==> config.mk <==
export PLATFORM = sky130hd
export DESIGN_NAME = relu_quantize
export DESIGN_NICKNAME = d
export VERILOG_FILES = /design/src/rtl/neuron_pkg.sv /design/src/rtl/relu_quantize.sv
export VERILOG_INCLUDE_DIRS = /design/src /design/src/rtl
export SDC_FILE = /design/constraint.sdc
export NUM_CORES = 1
export LEC_CHECK = 0
export BUFFER_PORTS_ARGS = -buffer_cell sky130_fd_sc_hd__buf_2
export CORE_UTILIZATION = 59
export CTS_CLUSTER_DIAMETER = 100
export DETAILED_ROUTE_END_ITERATION = 10
export PLACE_DENSITY = 0.95
export SYNTH_ARGS = -nofsm -noshare
export SYNTH_HDL_FRONTEND = slang
export SYNTH_SLANG_ARGS = --single-unit
==> constraint.sdc <==
create_clock -name clk -period 9.38 [get_ports clk]
set_input_delay 1.876 -clock clk [delete_from_list [all_inputs] [get_ports clk]]
set_output_delay 1.876 -clock clk [all_outputs]
set_load 0.02 [all_outputs]
==> src/rtl/neuron_macros.svh <==
`ifndef NEURON_MACROS_SVH
`define NEURON_MACROS_SVH

//////////////////////////////////////////////////////////////////////
// Neuron geometry
//////////////////////////////////////////////////////////////////////

// Total number of activation and weight lanes.
`define NEURON_INPUTS 15

// Lanes 0 to NEURON_SPLIT-1 go to the low dot product.
// The remaining lanes go to the high one.
`define NEURON_SPLIT 8

//////////////////////////////////////////////////////////////////////
// Output scaling
//////////////////////////////////////////////////////////////////////

// Shift from the accumulator format back to the output format.
`define NEURON_FRAC_BITS 6

// Largest value the output may take.
`define NEURON_OUT_MAX 127

// Cycles from in_valid to out_valid.
`define NEURON_LATENCY 3

`endif

==> src/rtl/neuron_pkg.sv <==
package neuron_pkg;

	// Activations and weights carry 6 fractional bits.
	typedef logic signed [7:0] act_t;

	typedef logic signed [7:0] weight_t;

	// The bias has the same format as an activation.
	// It is shifted left by 6 to line up with the 12 fractional bits of a product.
	typedef logic signed [7:0] bias_t;

	// One lane product, with 12 fractional bits.
	typedef logic signed [15:0] product_t;

	// Wide enough for fifteen worst-case products plus the scaled bias.
	// The same width serves the partial sums and the full sum.
	typedef logic signed [22:0] acc_t;

	// Activated output, after ReLU and saturation.
	typedef logic [7:0] result_t;

endpackage

==> src/rtl/relu_quantize.sv <==
`timescale 1ns/1ps

`include "neuron_macros.svh"

module relu_quantize
(
	input  logic clk,
	input  logic reset,
	input  logic in_valid,
	input  neuron_pkg::bias_t bias,
	input  neuron_pkg::acc_t partial_low,
	input  neuron_pkg::acc_t partial_high,
	output neuron_pkg::result_t out,
	output logic out_valid
);

	localparam int ACC_W = $bits(neuron_pkg::acc_t);
	localparam int FRAC = `NEURON_FRAC_BITS;
	localparam int ROUND_W = ACC_W - FRAC;

	neuron_pkg::bias_t bias_d1;
	neuron_pkg::bias_t bias_d2;
	logic valid_d1;
	logic valid_d2;

	neuron_pkg::acc_t bias_scaled;
	neuron_pkg::acc_t sum_full;
	logic [ROUND_W-1:0] rounded;
	neuron_pkg::result_t act_out;

	//////////////////////////////////////////////////////////////////////
	// Alignment with the dot products
	//////////////////////////////////////////////////////////////////////

	// Two stages, matching the capture and sum stages of partial_dot.
	always_ff @(posedge clk)
	begin
		if (reset)
		begin
			bias_d1 <= '0;
			bias_d2 <= '0;
			valid_d1 <= 1'b0;
			valid_d2 <= 1'b0;
		end
		else
		begin
			bias_d1 <= bias;
			bias_d2 <= bias_d1;
			valid_d1 <= in_valid;
			valid_d2 <= valid_d1;
		end
	end

	//////////////////////////////////////////////////////////////////////
	// Full sum and activation
	//////////////////////////////////////////////////////////////////////

	always_comb
	begin
		bias_scaled = neuron_pkg::acc_t'(bias_d2) <<< FRAC;
		sum_full = partial_low + partial_high + bias_scaled;

		// Round half up by dropping the low bits and adding back the first one dropped.
		rounded = {1'b0, sum_full[ACC_W-2:FRAC]} + ROUND_W'(sum_full[FRAC-1]);

		if (sum_full[ACC_W-1])
		begin
			act_out = '0;
		end
		else if (rounded > ROUND_W'(`NEURON_OUT_MAX))
		begin
			// Also catches a sum of 127.5 or more, which rounds to 128.
			act_out = neuron_pkg::result_t'(`NEURON_OUT_MAX);
		end
		else
		begin
			act_out = neuron_pkg::result_t'(rounded);
		end
	end

	always_ff @(posedge clk)
	begin
		if (reset)
		begin
			out <= '0;
			out_valid <= 1'b0;
		end
		else
		begin
			out_valid <= valid_d2;
			if (valid_d2)
			begin
				out <= act_out;
			end
		end
	end

	//////////////////////////////////////////////////////////////////////
	// Checks
	//////////////////////////////////////////////////////////////////////

	a_out_limit: assert property (
		@(posedge clk) disable iff (reset)
		out_valid |-> (out <= `NEURON_OUT_MAX)
	)
	else
		$error("relu_quantize: out %0d above limit", out);

	// No stale strobe may leak out of the delay line after reset.
	a_reset_quiet: assert property (
		@(posedge clk)
		reset |=> !out_valid
	)
	else
		$error("relu_quantize: out_valid set right after reset");

endmodule

# == Yosys cells after proc, flatten, opt, wreduce, memory -nomap -nowiden ==
# Cells that the tools add are included.
# Widths: inputs -> output; s select.
# totals
ff_bits,27
inputBits,57
# classes
addsub,3
magnitude_cmp,1
mux,2
# op_table
operator,count
$add 23x14->23,1
$add 23x23->23,1
$add 16x17->17,1
$gt 17x7->1 const B,1
$mux 8,2

# == Longest topological paths before layout ==
# logic_depth
depth_word,6
depth_mapped,21
ltp_nobuf,21

# == Least setup slack after synthesis ==
# No wires, ideal clock.
# synth_path
path_kind,input -> register
from,in partial_low[8]
to,reg out[2]
t_arrival_ns,5.947
required_time_ns,9.248
setup_slack_ns,3.301
stages,21
path_buffers,1
cell_sequence,inv_1 fa_1 inv_1 ha_1 a21oi_1 o21ai_0 a31oi_1 nor2b_1 a41oi_1 o21bai_1 xor2_1 ha_1 buf_6 a21oi_4 o21ai_2 a211oi_2 a31oi_1 or4_1 a32o_2 nor3_1 o21ai_1
# synth_between
elab_chain_len,6
# synth_rtl
element,line,rtl
start: declaration,relu_quantize.sv:11,"input neuron_pkg::acc_t partial_low,"
$add 23x23->23 (*),relu_quantize.sv:61,sum_full = partial_low + partial_high + bias_scaled;
$add 23x14->23 (*),relu_quantize.sv:61,
$add 16x17->17,relu_quantize.sv:64,"rounded = {1'b0, sum_full[ACC_W-2:FRAC]} + ROUND_W'(sum_full[FRAC-1]);"
$gt 17x7->1,relu_quantize.sv:70,else if (rounded > ROUND_W'(`NEURON_OUT_MAX))
$mux 8,relu_quantize.sv:70,
$mux 8 (*),relu_quantize.sv:66,if (sum_full[ACC_W-1])
end signal: assignment,relu_quantize.sv:93,out <= act_out;
end: declaration,relu_quantize.sv:13,"output neuron_pkg::result_t out,"
# Mark *: on every way between the ends. The rest lies on a longest branch, timed or not.
# A chain may end at the register's enable or synchronous reset.

# == Worst setup path in the final report ==
# layout_path
from,in partial_low[8]
to,reg out[3]
# The elaborated chain is that of the path after synthesis.

==> results.md <==
* Run status: finished with violations
* Violations in the final reports: DRC
* Post-Syn Area at 2780 sq um
* Post-Synthesis Net Count at roughly 430
* Fill count at 352
* Power Internal at approximately 380 uW
* Layout area overhead at 15.5%
* Final Hold Slack at approximately 0.44 ns
* Initial standard-cell utilization of the core at 62.5%
* Row Count at 24
* Full die area at between 4000 and 5000 sq um
* DP Area at ~3200 sq um
* Capturing element type of the critical path: flop
* Req. time, crit path at 9.53 ns
* Count of buffers from port buffering at 65
* Residual overflow from global routing at 0
* Routability-driven placement congestion ratio at 0.883
* CP cell instances: buf_2, inv_1, fa_1, inv_1, ha_1, a21oi_1, o21ai_0, a31oi_1, nor2b_1, a41oi_1, o21bai_1, xor2_1, ha_1, a21oi_4, o21ai_2, a211oi_2, a31oi_1, or4_1, a32o_2, nor3_1, o21ai_1
* Maximum number of pins on one net before global-route repair at 21
* Setup violators final at 0
* Worst max-slew margin expressed relative to the limit at approximately 53%
* Post-Place Worst Slack at about 2.8 ns
* Arrival time of data at the critical path endpoint at between 6 and 7 ns
* Final hold vios at 0
* Share of total power consumed by net switching at a little under half
* Number of I/O pins at between 60 and 70
* Cell count after placement at between 400 and 500
* Core region area at between 4000 and 5000 sq um
* Clock Tree Buf Depth at 2
* Maxcap violations at 0
* Post-route cell area at 3210 sq um
* Die H at ~71 microns
* Cell with the largest stage delay on the worst path: sky130_fd_sc_hd__fa_1
* Clock-pin slew on the worst setup and hold paths at around 0.10 ns
* Final critical-path required period at between 6 and 7 ns
* Count of non-filler cells in the finished layout at 430
* DPL Wire Length at roughly 5.2 mm
* Iteration count of the initial detailed-routing pass at 10
* Total wire length at approximately 6.2 mm
* Gate Count Post-Synth at 311
* Register share of total power at between 15 and 20%
* Met1 track utilization from global routing at around a third
* Largest fanout of any net on the critical path at 7
* Via-to-Cell Ratio at between 5 and 6
* Overall global routing resource usage at 26.8%
* Seq cells post-synth at 27
* Standby leakage power at 1.55 nW
* Average detailed-routed wire length per instance at 14.5 microns
* Prevailing post-synth register cell: sky130_fd_sc_hd__dfxtp_1
* Critical path launch point type: primary input
* Number of design-rule violations left by the first detailed-router iteration at around 210
* Kind of critical path: primary input to flop
* GR Layer Usage met3 at between 5 and 6%
* Total of cells resized after clock tree synthesis at 0
* Power density over the cells at 227 nW/um^2
* Final clock period utilization by the worst path at approximately 67%
* Highest-utilization routing layer at the global route stage: met2
* Remaining routing DRC violations at 2
* Number of sinks on the clock net at 27
* Portion of total power attributed to the clock network at roughly a tenth
* First-pass GRT wire length at roughly 11 mm
* Number of max-slew violations in the final report at 0
* Transition time at the pin with the least slew margin at ~0.71 ns
* Clock tree skew after final layout at between 0.004 and 0.005 ns
* Peak VDD IR at 122 uV
* Clock tree from TritonCTS: built
* Final Worst Setup Slack at 3.10 ns
* Post-CTS setup buffer count at 0
* Met2 usage at between 40% and 50%
* Layout cell share with drive strength beyond 1 at 22.0%
* Avg Inst Size Synth at 8.93 sq um
* Clk root buf: sky130_fd_sc_hd__clkbuf_8
* Worst min-delay path class: flop to flop
* Number of different library cells in the post-synthesis netlist at 53
* Portion of the post-synthesis area used by sequential elements at between 10% and 20%
* Proportion of register bits with asynchronous set or reset after synthesis at 0%
* Final Power at slightly above 700 uW
* Via count of the first global-routing pass at around 2.5k
* Die X-Extent at roughly 71 microns
* Number of antenna-violating nets in the routed design at 0
* Switching component of the power at about 340 uW
* Total negative slack at 0 ns
* Post-CTS Hold Fix Bufs at 0
* Maximum cell stage delay along the critical path at about 0.54 ns
* Post-synth top area share at between 10% and 20%
* RSZ-0062 raised after global routing: no
* Number of nets in the layout at between 400 and 500
* Post-synth EDFFs at 0
* Dominant cell type by area after synthesis: sky130_fd_sc_hd__dfxtp_1
* Combinational cell fraction of total power at 73.5%
* Number of levels in the clock H-tree at 1
* Final core utilization at between 70% and 80%
* Number of synthesis warnings at 0
* Number of antenna violations at the first check in global routing at 0
* Highest achievable clock rate at approximately 160 MHz
* Vias post-DR at 2524
* Final antenna diode count at 0
* Worst-Skew Late Latency at 0.28 ns
* CTS Buf Count at 3
* Cell types with the largest area share after synthesis: sky130_fd_sc_hd__dfxtp_1 19%, sky130_fd_sc_hd__ha_1 18%, sky130_fd_sc_hd__fa_1 12%, sky130_fd_sc_hd__xnor2_1 6.3%, sky130_fd_sc_hd__nor2b_1 5.0%
area by class of cell:
cell class	instances	area, sq um	share of cell area, %
inverter	23	86.3	2.69
multi-input combinational	258	2130	66.5
sequential	27	541	16.9
clock inverter	1	8.76	0.273
clock buffer	3	41.3	1.29
timing repair buffer	66	333	10.4
tap	52	65.1	2.03
worst max-delay path, delay by kind of cell:
kind | cells | cell delay (ns)
AO/OA/AOI/OAI | 11 | 2.13
adder cells (fa/ha/maj) | 3 | 1.30
AND/OR/NAND/NOR | 3 | 0.79
buffers and inverters | 3 | 0.16
XOR/XNOR | 1 | 0.16
kinds of logic (layout without fill, tap and decap cells):
| group | Yosys count | in the layout | synth area share, % |
|---|---|---|---|
| adder cells (fa/ha/maj) | 58 | 58 | 30.7 |
| flip-flops | 27 | 27 | 19.5 |
| AO/OA/AOI/OAI | 87 | 87 | 21.3 |
| XOR/XNOR | 24 | 24 | 7.57 |
| buffers and inverters | 26 | 93 | 3.79 |
| multiplexers | 1 | 1 | 0.361 |
| AND/OR/NAND/NOR | 88 | 88 | 16.8 |
synthesized netlist by cell type, types with 2 or more instances:
| library cell | n |
|---|---|
| sky130_fd_sc_hd__a211oi_1 | 2 |
| sky130_fd_sc_hd__a211oi_2 | 2 |
| sky130_fd_sc_hd__a21o_1 | 7 |
| sky130_fd_sc_hd__a21oi_1 | 25 |
| sky130_fd_sc_hd__a22oi_1 | 2 |
| sky130_fd_sc_hd__a31oi_1 | 4 |
| sky130_fd_sc_hd__and2_1 | 2 |
| sky130_fd_sc_hd__clkbuf_1 | 2 |
| sky130_fd_sc_hd__dfxtp_1 | 27 |
| sky130_fd_sc_hd__fa_1 | 17 |
| sky130_fd_sc_hd__ha_1 | 41 |
| sky130_fd_sc_hd__inv_1 | 23 |
| sky130_fd_sc_hd__nand2_1 | 19 |
| sky130_fd_sc_hd__nand2b_1 | 2 |
| sky130_fd_sc_hd__nand4_1 | 3 |
| sky130_fd_sc_hd__nor2_1 | 19 |
| sky130_fd_sc_hd__nor2b_1 | 22 |
| sky130_fd_sc_hd__nor3_1 | 10 |
| sky130_fd_sc_hd__nor3b_1 | 2 |
| sky130_fd_sc_hd__o211ai_1 | 2 |
| sky130_fd_sc_hd__o21a_1 | 5 |
| sky130_fd_sc_hd__o21ai_0 | 10 |
| sky130_fd_sc_hd__o21ai_1 | 8 |
| sky130_fd_sc_hd__o21ai_2 | 2 |
| sky130_fd_sc_hd__o21bai_1 | 2 |
| sky130_fd_sc_hd__or4_1 | 2 |
| sky130_fd_sc_hd__xnor2_1 | 20 |
| sky130_fd_sc_hd__xor2_1 | 4 |
sequential cells by signal (all words and copies together), names as in the netlist:
register	count
out_valid	1
bias_d1	8
valid_d1	1
valid_d2	1
bias_d2	8
out	8
power groups by stage:
stage                     combinational [mW]  sequential [mW]  clock [mW]
final                                  0.535            0.123      0.0696
after global routing                   0.591            0.124      0.0755
after CTS                              0.527            0.123      0.0712
after detailed placement               0.522            0.126           0
after global placement                 0.504            0.126           0
after floorplan                        0.420            0.128           0
layout by cell type (no fill, tap or decap), drive strengths merged, types with 2 or more instances in the layout:
cell	instances
buf	66
o211ai	3
a21o	8
and2	2
nor2	19
dfxtp	27
or4	2
xor2	4
nand4	4
o21a	5
clkbuf	3
a211oi	4
a22oi	2
nor3b	2
nand2	19
o21ai	20
a21oi	27
nand2b	2
nor3	10
fa	17
o21bai	2
a31oi	4
inv	24
ha	41
xnor2	20
nor2b	23
or2	2
path summary, 6_finish.rpt:
| path | to | slack [ns] | cells after the start | startpoint |
|---|---|---|---|---|
| max | out[3]$_SDFFE_PP0P_ | 3.10 | 21 | partial_low[8] |
| min | bias_d2[1]$_SDFF_PP0_ | 0.44 | 1 | bias_d1[1]$_SDFF_PP0_ |
| max reg2reg | out[3]$_SDFFE_PP0P_ | 4.29 | 17 | bias_d2[7]$_SDFF_PP0_ |
| min reg2reg | bias_d2[1]$_SDFF_PP0_ | 0.44 | 1 | bias_d1[1]$_SDFF_PP0_ |
layer usage:
| metal | vias to the layer above | routed length, microns |
|---|---|---|
| li1 | 1239 | - |
| met1 | 1166 | 2510 |
| met2 | 93 | 3200 |
| met3 | 26 | 332 |
| met4 | 0 | 208 |
| met5 | - | 0 |
Note: power is estimated with default switching activity, not from simulation.
